<file path="src/verilog/isa_pkg.sv">
package isa_pkg;

    // Word and PC width
    localparam int XLEN          = 32;

    // Architectural register file
    localparam int NUM_ARCH_REGS = 32;              // x0..x31
    localparam int REG_IDX_W     = 5;               // Enough for 32 regs

    // Instruction field layout
    localparam int OPC_W         = 7;               // Opcode in inst[6:0]
    localparam int RD_LSB        = 7;               // rd starts at inst[7]

    // Base opcodes (RV32I major map)
    localparam logic [OPC_W-1:0] OPC_OP     = 7'b0110011; // Reg-reg ALU and M ext
    localparam logic [OPC_W-1:0] OPC_OP_IMM = 7'b0010011; // Reg-imm ALU
    localparam logic [OPC_W-1:0] OPC_LUI    = 7'b0110111; // Upper immediate
    localparam logic [OPC_W-1:0] OPC_AUIPC  = 7'b0010111; // PC + upper immediate
    localparam logic [OPC_W-1:0] OPC_JAL    = 7'b1101111; // Jump, link to rd
    localparam logic [OPC_W-1:0] OPC_JALR   = 7'b1100111; // Indirect jump, link to rd
    localparam logic [OPC_W-1:0] OPC_LOAD   = 7'b0000011; // Loads write rd
    localparam logic [OPC_W-1:0] OPC_STORE  = 7'b0100011; // No rd
    localparam logic [OPC_W-1:0] OPC_BRANCH = 7'b1100011; // Conditional branch, no rd

endpackage
</file>
<file path="src/verilog/rob_dispatch_decode.sv">
`timescale 1ns/10ps

module rob_dispatch_decode (
    input  logic [isa_pkg::XLEN-1:0]      inst,          // Word from the front end
    output logic                          alloc,         // Real instruction, needs an entry
    output logic [isa_pkg::REG_IDX_W-1:0] dest,          // rd field
    output logic                          writes_reg,    // Commit will write rd
    output logic                          is_branch      // Resolved by the branch unit
);
    import isa_pkg::*;

    logic [OPC_W-1:0] opcode;                           // Major opcode field
    logic             wr_class;                         // Opcode class that produces rd

    assign opcode = inst[OPC_W-1:0];
    assign dest   = inst[RD_LSB +: REG_IDX_W];          // Valid field even when unused
    assign alloc  = |inst;                              // All-zero word is a bubble

    // Only these classes carry a result to the register file
    always_comb begin
        case (opcode)
            OPC_OP,
            OPC_OP_IMM,
            OPC_LUI,
            OPC_AUIPC,
            OPC_JAL,
            OPC_JALR,
            OPC_LOAD: wr_class = 1'b1;
            default:  wr_class = 1'b0;              // STORE, BRANCH, unknown
        endcase
    end

    assign writes_reg = alloc && wr_class && (dest != '0); // x0 target is dropped
    assign is_branch  = alloc && (opcode == OPC_BRANCH);

endmodule

</file>
<file path="config.mk">
export PLATFORM = sky130hd
export DESIGN_NAME = rob_dispatch_decode
export DESIGN_NICKNAME = d
export VERILOG_FILES = /design/src/verilog/isa_pkg.sv /design/src/verilog/rob_dispatch_decode.sv
export SDC_FILE = /design/constraint.sdc
export NUM_CORES = 1
export LEC_CHECK = 0
export ABC_CLOCK_PERIOD_IN_PS = 1850
export BUFFER_PORTS_ARGS = -buffer_cell sky130_fd_sc_hd__buf_2
export CAP_MARGIN = 40
export CORE_AREA = 3 3 40 42
export DETAILED_ROUTE_END_ITERATION = 7
export DIE_AREA = 0 0 43 45
export PLACE_DENSITY = 0.6
export SLEW_MARGIN = 10
export SYNTH_ARGS = -nofsm -noshare
export SYNTH_HDL_FRONTEND = slang
export SYNTH_SLANG_ARGS = --single-unit
export TNS_END_PERCENT = 100
</file>
<file path="constraint.sdc">
create_clock -name vclk -period 1.85
set_input_delay 0.37 -clock vclk [all_inputs]
set_output_delay 0.37 -clock vclk [all_outputs]
set_load 0.05 [all_outputs]
</file>
==> reports/qor.txt <==
DIE HEIGHT: 45 um
Top-level port count: 40
Die width: 43 um
Drt pass-1 iters: 2
Hold Path Stages: 2
Met2 WL: 365 um
Leakage: 0.221 nW
Failing checks: setup timing
Hold Crit Class: primary input to output pin
Cell area after layout: 427 sq um
Post-synth top area share: 28.0%
Initial antenna violation count: 0
Syn nets: 56
Synth-to-layout area growth: 173%
Routed len/inst: 9.54 um
Worst IR Drop VDD: 0.0578 mV
Element type at the critical path end: output pin
Cell with the most instances after synthesis: nor4_1
Setup Viol. Count Final: 2
Max-slew headroom: 80.2%
Cells after synthesis: 24
Highest clock rate: 0.486 GHz
Slew at the pin closest to its max-slew limit: 294 ps
Final number of hold-violating endpoints: 0
Family with the most delay on the worst path: simple AND/OR/NAND/NOR gates
Startpoint types: primary input
Final min period: 2060 ps
Layout cells sized above 1: 76.1%
Number of port buffers: 40
Fin nets: 101
Area after DPL: 400 sq um
Max layer used: met3
Sequential area share after synthesis: 0%
DRT iter0 DRCs: 1
Synth Warn #: 0
Via count: 353
CP Data Required Time: 1480 ps
First-pass GRT wire length: 1.12 mm
Post-synth cell types: 12
Worst path slowest cell: or4_4
Synth Area per Inst: 6.52 sq um
Met3 WL: 122 um
Total power divided by cell area: 214 nW/um^2
Final wirelength: 782 um
Pins over their slew limit: 0
Buffer and inverter count on the worst path: 2
N_diodes: 0
DRC: 0
Status: complete, but fails checks
Non-filler cells, final: 82
Initial Util: 12.2%
Post-Place Worst Slack: -265 ps
Core footprint: 1280 sq um
Critical Path Fanout Max: 2
CP Class: primary input to output pin
Met1 WL: 294 um
Clock Buffer Count: 0
Worst stage delay on the critical path: 530 ps
Die area: 1940 sq um
Row count: 13
Number of max-cap violations: 0
Fill cells: 147
Crit path depth: 4
FF+latch area: 0 sq um
Worst Path Arrival: 1690 ps
Remaining Overflow, GRT: 0
Setup ws final: -208 ps
Top post-synthesis cells by count: nor4_1, buf_4, nand4_1, nor2_1
Largest net degree at the start of global routing: 4
Routability cong.: 0.714
DR vias/cell: 4.30
Crit share post-route: 111%
Antenna Nets Post-Route: 0
FFs & Latches: 0
Placed Cells: 81
Synth area leaders: nor4_1, buf_4, nand4_1
Setup TNS: -268 ps
Vias in the first global route: 296
Post-synth top area cell: nor4_1
Global Route Usage Sum: 6.97%
RSZ-0062 raised after global routing: true
Worst-path cell chain: buf_6, or4_4, or4_4, buf_6
Mapped cell area: 156 sq um
-- worst paths after layout --
check	slack, ps	endpoint	start
min	1030	dest[1]	inst[8]
max	-210	alloc	inst[8]
-- cells in the final DEF, fill, tap and decap left out, drive strengths merged --
cell	count
nor2	2
a21oi	1
nand3	1
o211ai	1
or4	2
nor4	7
o21ai	1
nor3	1
nand4b	1
buf	48
nand4	2
-- cell families (layout without fill, tap and decap cells) --
logic type,count (synthesis),after routing,synth area share [%]
AND/OR/NAND/NOR,16,16,64.8
buffers and inverters,5,48,24.0
AO/OA/AOI/OAI,3,3,11.2
-- power by group --
part	internal (W)	switching, W	leakage [nW]
registers	0	0	0
clock network	0	0	0
logic	0.0000447	0.0000466	0.221
-- timing repair --
action	CTS	global route
resized for setup	2	4
hold buffers	0	0
cloned	0	0
setup buffers	0	1
pin swaps	0	1
setup endpoints to repair	1	2
-- cell type report --
cell class / count / area (sq um) / area share [%]
multi-input combinational: 19 / 129 / 30.2
tap: 15 / 18.8 / 4.40
timing repair buffer: 48 / 279 / 65.4
-- stage by stage --
stage	power, W	hold slack, ps	util (%)
floorplan	0.0000394	843	-
global placement	0.0000879	1040	31.2
detailed placement	0.0000891	1040	31.2
CTS	0.0000894	1040	31.6
global route	0.0000985	1040	33.2
finish	0.0000913	1030	33.2
-- per-layer routing --
layer	vias up	track usage, %
met4	0	0
met2	26	13.5
met3	0	0.398
met1	143	9.05
met5	-	0
li1	184	-
No activity file was read; power rests on OpenSTA's default activity.
