### src/verilog/isa_pkg.sv
package isa_pkg;

    // Word and PC width
    localparam int XLEN          = 32;

    // Architectural register file
    localparam int NUM_ARCH_REGS = 32;              // x0..x31
    localparam int REG_IDX_W     = 5;               // Enough for 32 regs

    // Instruction field layout
    localparam int OPC_W         = 7;               // Opcode in inst[6:0]
    localparam int RD_LSB        = 7;               // rd starts at inst[7]

    // Base opcodes (RV32I major map)
    localparam logic [OPC_W-1:0] OPC_OP     = 7'b0110011; // Reg-reg ALU and M ext
    localparam logic [OPC_W-1:0] OPC_OP_IMM = 7'b0010011; // Reg-imm ALU
    localparam logic [OPC_W-1:0] OPC_LUI    = 7'b0110111; // Upper immediate
    localparam logic [OPC_W-1:0] OPC_AUIPC  = 7'b0010111; // PC + upper immediate
    localparam logic [OPC_W-1:0] OPC_JAL    = 7'b1101111; // Jump, link to rd
    localparam logic [OPC_W-1:0] OPC_JALR   = 7'b1100111; // Indirect jump, link to rd
    localparam logic [OPC_W-1:0] OPC_LOAD   = 7'b0000011; // Loads write rd
    localparam logic [OPC_W-1:0] OPC_STORE  = 7'b0100011; // No rd
    localparam logic [OPC_W-1:0] OPC_BRANCH = 7'b1100011; // Conditional branch, no rd

endpackage
### src/verilog/arch_regfile.sv
`timescale 1ns/10ps

module arch_regfile (
    input  logic                          clk,
    input  logic                          rst,
    input  logic                          wr_en,        // From commit
    input  logic [isa_pkg::REG_IDX_W-1:0] wr_addr,
    input  logic [isa_pkg::XLEN-1:0]      wr_data,
    input  logic [isa_pkg::REG_IDX_W-1:0] rd_addr,
    output logic [isa_pkg::XLEN-1:0]      rd_data       // Combinational read
);
    import isa_pkg::*;

    logic [XLEN-1:0] regs [NUM_ARCH_REGS];              // x0 never written

    always_ff @(posedge clk or posedge rst) begin
        if (rst) begin
            for (int i = 0; i < NUM_ARCH_REGS; i++) begin
                regs[i] <= '0;
            end
        end else if (wr_en && (wr_addr != '0)) begin
            regs[wr_addr] <= wr_data;
        end
    end

    assign rd_data = regs[rd_addr];

endmodule

### config.mk
export PLATFORM = sky130hd
export DESIGN_NAME = arch_regfile
export DESIGN_NICKNAME = d
export VERILOG_FILES = /design/src/verilog/isa_pkg.sv /design/src/verilog/arch_regfile.sv
export SDC_FILE = /design/constraint.sdc
export NUM_CORES = 2
export LEC_CHECK = 0
export ABC_CLOCK_PERIOD_IN_PS = 42400
export BUFFER_PORTS_ARGS = -buffer_cell sky130_fd_sc_hd__buf_2
export CORE_ASPECT_RATIO = 1.2
export CORE_MARGIN = 1.5
export CORE_UTILIZATION = 63
export DETAILED_ROUTE_END_ITERATION = 16
export PLACE_DENSITY = 0.8
export SETUP_SLACK_MARGIN = 0.1
export SYNTH_ARGS = -nofsm -noshare
export SYNTH_HDL_FRONTEND = slang
export SYNTH_SLANG_ARGS = --single-unit
### constraint.sdc
create_clock -name clk -period 42.4 [get_ports clk]
set_input_delay 4.24 -clock clk [delete_from_list [all_inputs] [get_ports clk]]
set_output_delay 4.24 -clock clk [all_outputs]
set_load 0.005 [all_outputs]
==> run_results.csv <==
group,metric,value,unit
yosys,synth_area,47200,µm²
worst_hold_path,min_from,"regs[1019]",
grt,grt_pass1_wl,184000,µm
drt,drtAntennaViolNets,0,
yosys,yosysSeqAreaShare,54.3,%
drt,dr_total_vias,28700,
cts,post_cts_hold_buffer_count,0,
cts,cts_inserted_buffers,97,
sta,hold_violations,0,
worst_setup_path,reg2reg_slack,41.58,ns
cells_and_area,fill_cells,5049,
cts,cts.sinks,1024,
drt,post-route-drc-count,0,
grt,globalRouteOverflowTotal,0,
cells_and_area,largestRegisters,"regs x1024",
yosys,synth_edf_count,0,
drt,detailedRoute.firstPassIterationCount,5,
worst_hold_path,timing.hold.worst_endpoint,"regs[1019]",
worst_setup_path,worst_ep_required_time,38.16,ns
cts,tritoncts_clock_tree,"yes",
pwr,leak_pwr,24.2,nW
pwr,pwr-share-clk,35.5,%
sta,tns,0,ns
cts,cts.repair_timing.setup_buffer_count,0,
sta,timing.final.setup_violations,0,
worst_setup_path,startpoint_type,"input pin",
yosys,yosysWarnings,0,
pwr,p_comb_share,14.9,%
floorplanning,initial_utilization,63.8,%
sta,final_clock_period_utilization_by_the_worst_path,28.7,%
run_status,outcome,"completed",
cells_and_area,final_layout_size_suffix_gt1_share,37.9,%
sta,max-slew-margin-rel,15.2,%
sta,final_period_minus_worst_setup_slack,12.18,ns
grt,grt_start_max_net_pins,124,
placed_design,placed_cell_area,47500,µm²
worst_setup_path,end_kind,"primary output",
pwr,total_power,0.00254,W
pwr,power-per-cell-area,50.0,nW/µm²
pwr,power.internal,0.00190,W
grt,grt_antenna_before_repair,8,
cts,cts_max_level,3,
worst_hold_path,min_path_type,"flip-flop to flip-flop",
cts,post_cts_sizing,0,
floorplanning,dieArea,76500,µm²
placed_design,io_buffers,76,
worst_setup_path,criticalPathCategory,"input pin to primary output",
yosys,synth_async_sr_flop_share,100,%
job,max-cap-violations,0,
placed_design,gpl_wtd_cong,0.776,
yosys,postSynthRegisterBits,1024,
cts,clkLatencyLatePin,0.67,ns
floorplanning,top_level_ports,77,
drt,wl_per_cell,27.4,µm
sta,setup_repair_after_global_routing_missed_its_margin,"no",
cells_and_area,final_nets,3373,
floorplanning,num_rows,109,
yosys,synthesis.instances,3444,
yosys,yosys_most_used_dff,"sky130_fd_sc_hd__dfrtp_1",
sta,slew_violations,0,
drt,drtIter0Drc,2405,
cells_and_area,largest_register_ff_count,1024,
cells_and_area,registers.top_by_ff_count,"regs",
sta,tightestPinTransition,1.27,ns
pwr,switching_fraction,25.4,%
grt,grt_pass1_vias,30100,
worst_setup_path,r2r_end,"regs[605]",
cts,cts_root_buf,"sky130_fd_sc_hd__clkbuf_16",
pwr,worst_ir_drop_vdd,0.0000415,V
floorplanning,die_h,303,µm
yosys,synthDistinctLibCells,30,
pwr,seqPwrFrac,49.6,%
worst_hold_path,whs_path_depth,0,
drt,postRouteWirelength,121000,µm
grt,grt_use_total,32.1,%
sta,max_freq,82.1,MHz
yosys,syn_avg_cell_area,13.7,µm²
worst_setup_path,rr_worst_depth,1,
cts,cts.path.max_buffers,3,
floorplanning,core,73900,µm²
drt,viasPerCell,6.52,
worst_setup_path,timing.rr.start,"regs[605]",
floorplanning,fp.dieW,253,µm
cells_and_area,area_growth,7.68,%
yosys,synth_fp_nets,3489,
worst_setup_path,worst-endpoint-arrival,7.94,ns
placed_design,detailed_place_hpwl,62900,µm
cells_and_area,final_non_filler_cell_area,50800,µm²
worst_setup_path,worst-path-max-fanout,103,
pwr,total_switching_power,0.000645,W
cts,clkSlewWorstSetupHoldPaths,0.06,ns
sta,worst_clock_skew,0,ns
worst max-delay path: stages:
cell                      delay (ns)
sky130_fd_sc_hd__buf_8          0.63
sky130_fd_sc_hd__buf_4          0.95
sky130_fd_sc_hd__buf_4          0.87
sky130_fd_sc_hd__mux2i_1        0.28
sky130_fd_sc_hd__a22o_1         0.16
sky130_fd_sc_hd__nor3_1         0.05
sky130_fd_sc_hd__a31oi_1        0.23
sky130_fd_sc_hd__nand3_1        0.11
sky130_fd_sc_hd__buf_2          0.16
layout make-up:
class / instances / area [µm²] / area share (%)
Antenna cell: 1 / 2.50 / 0.00493
Clock buffer: 136 / 2800 / 5.50
Clock inverter: 40 / 538 / 1.06
Inverter: 1 / 11.3 / 0.0222
Multi-Input combinational cell: 2072 / 19800 / 38.9
Sequential cell: 1024 / 25600 / 50.4
Tap cell: 999 / 1250 / 2.46
Timing Repair Buffer: 132 / 811 / 1.60
metal layers:
layer / wire length [µm] / share of wire, % / track usage, % / up-vias
met3: 7550 / 6.2 / 5.69 / 277
met4: 4740 / 3.9 / 13.3 / 6
met1: 50900 / 42 / 44.0 / 15300
met2: 57700 / 48 / 50.9 / 997
met5: 29 / 0.024 / 0 / -
li1: - / - / - / 12200
cells in the final DEF, fill, tap and decap left out, types with 2 or more instances in the layout:
| master | netlist | final |
|---|---|---|
| sky130_fd_sc_hd__nor2b_4 | 0 | 2 |
| sky130_fd_sc_hd__clkinv_8 | 0 | 3 |
| sky130_fd_sc_hd__nand2_4 | 0 | 6 |
| sky130_fd_sc_hd__buf_4 | 35 | 56 |
| sky130_fd_sc_hd__a31oi_1 | 32 | 32 |
| sky130_fd_sc_hd__nor2_4 | 16 | 17 |
| sky130_fd_sc_hd__a22o_1 | 64 | 64 |
| sky130_fd_sc_hd__inv_6 | 0 | 3 |
| sky130_fd_sc_hd__clkbuf_16 | 0 | 98 |
| sky130_fd_sc_hd__bufinv_16 | 0 | 11 |
| sky130_fd_sc_hd__clkbuf_1 | 177 | 18 |
| sky130_fd_sc_hd__nand2_2 | 0 | 10 |
| sky130_fd_sc_hd__buf_2 | 80 | 75 |
| sky130_fd_sc_hd__nand2_1 | 113 | 97 |
| sky130_fd_sc_hd__clkinv_2 | 0 | 18 |
| sky130_fd_sc_hd__mux2i_1 | 512 | 512 |
| sky130_fd_sc_hd__nand3_1 | 98 | 98 |
| sky130_fd_sc_hd__mux2_2 | 955 | 955 |
| sky130_fd_sc_hd__clkbuf_8 | 1 | 20 |
| sky130_fd_sc_hd__mux2_1 | 37 | 37 |
| sky130_fd_sc_hd__a21oi_1 | 96 | 96 |
| sky130_fd_sc_hd__nor3b_2 | 3 | 3 |
| sky130_fd_sc_hd__nor3_1 | 33 | 33 |
| sky130_fd_sc_hd__or2_2 | 2 | 2 |
| sky130_fd_sc_hd__nand3b_1 | 4 | 4 |
| sky130_fd_sc_hd__clkinvlp_4 | 0 | 3 |
| sky130_fd_sc_hd__nand2b_2 | 0 | 2 |
| sky130_fd_sc_hd__a22oi_1 | 96 | 96 |
| sky130_fd_sc_hd__dfrtp_1 | 1024 | 1024 |
| sky130_fd_sc_hd__inv_8 | 0 | 2 |
how the worst max path moves through the flow:
stage                  endpoint  cells after the start  slack [ns]  startpoint
finish              rd_data[27]                      9       30.22  rd_addr[1]
global route        rd_data[27]                      9       29.99  rd_addr[1]
CTS                 rd_data[27]                      9       30.21  rd_addr[1]
detailed placement  rd_data[27]                      9       30.23  rd_addr[1]
global placement    rd_data[27]                      9       30.29  rd_addr[1]
floorplan               regs[0]                      1        9.34         rst
synthesized netlist by cell type (all sizes together) (4+ instances only):
| cell type | number | share of area (%) |
|---|---|---|
| a21oi | 96 | 1.0 |
| a22o | 64 | 1.2 |
| a22oi | 96 | 1.5 |
| a31oi | 32 | 0.42 |
| buf | 169 | 2.6 |
| clkbuf | 178 | 1.4 |
| dfrtp | 1024 | 54 |
| mux2 | 992 | 24 |
| mux2i | 512 | 11 |
| nand2 | 113 | 0.90 |
| nand3 | 98 | 1.0 |
| nand3b | 4 | 0.064 |
| nor2 | 18 | 0.40 |
| nor3 | 33 | 0.35 |
| nor3b | 4 | 0.095 |
power by group through the flow:
stage | clock network, W | registers, W | logic, W
2_1_floorplan | 0 | 0.00125 | 0.000305
3_3_place_gp | 0 | 0.00125 | 0.000355
3_5_place_dp | 0 | 0.00127 | 0.000376
4_1_cts | 0.000915 | 0.00126 | 0.000380
5_1_grt | 0.000956 | 0.00128 | 0.000411
6_report | 0.000903 | 0.00126 | 0.000379
metrics by stage:
step | utilization [%] | hold slack (ns) | instances | setup slack (ns)
6_report | 68.7 | 0.372 | 4405 | 30.22
5_1_grt | 68.7 | 0.384 | 4404 | 29.99
4_1_cts | 68.7 | 0.377 | 4404 | 30.21
3_5_place_dp | 64.2 | 0.365 | 4228 | 30.23
3_3_place_gp | 64.2 | 0.364 | 4228 | 30.29
2_1_floorplan | - | 0.428 | 3444 | 9.34
logic make-up after synthesis:
group | after synthesis | share of synthesized area (%)
AO/OA/AOI/OAI | 288 | 4.16
buffers and inverters | 348 | 4.00
flip-flops | 1024 | 54.3
multiplexers | 1504 | 34.5
AND/OR/NAND/NOR | 280 | 2.99
Power figures use the tool's default switching activity.
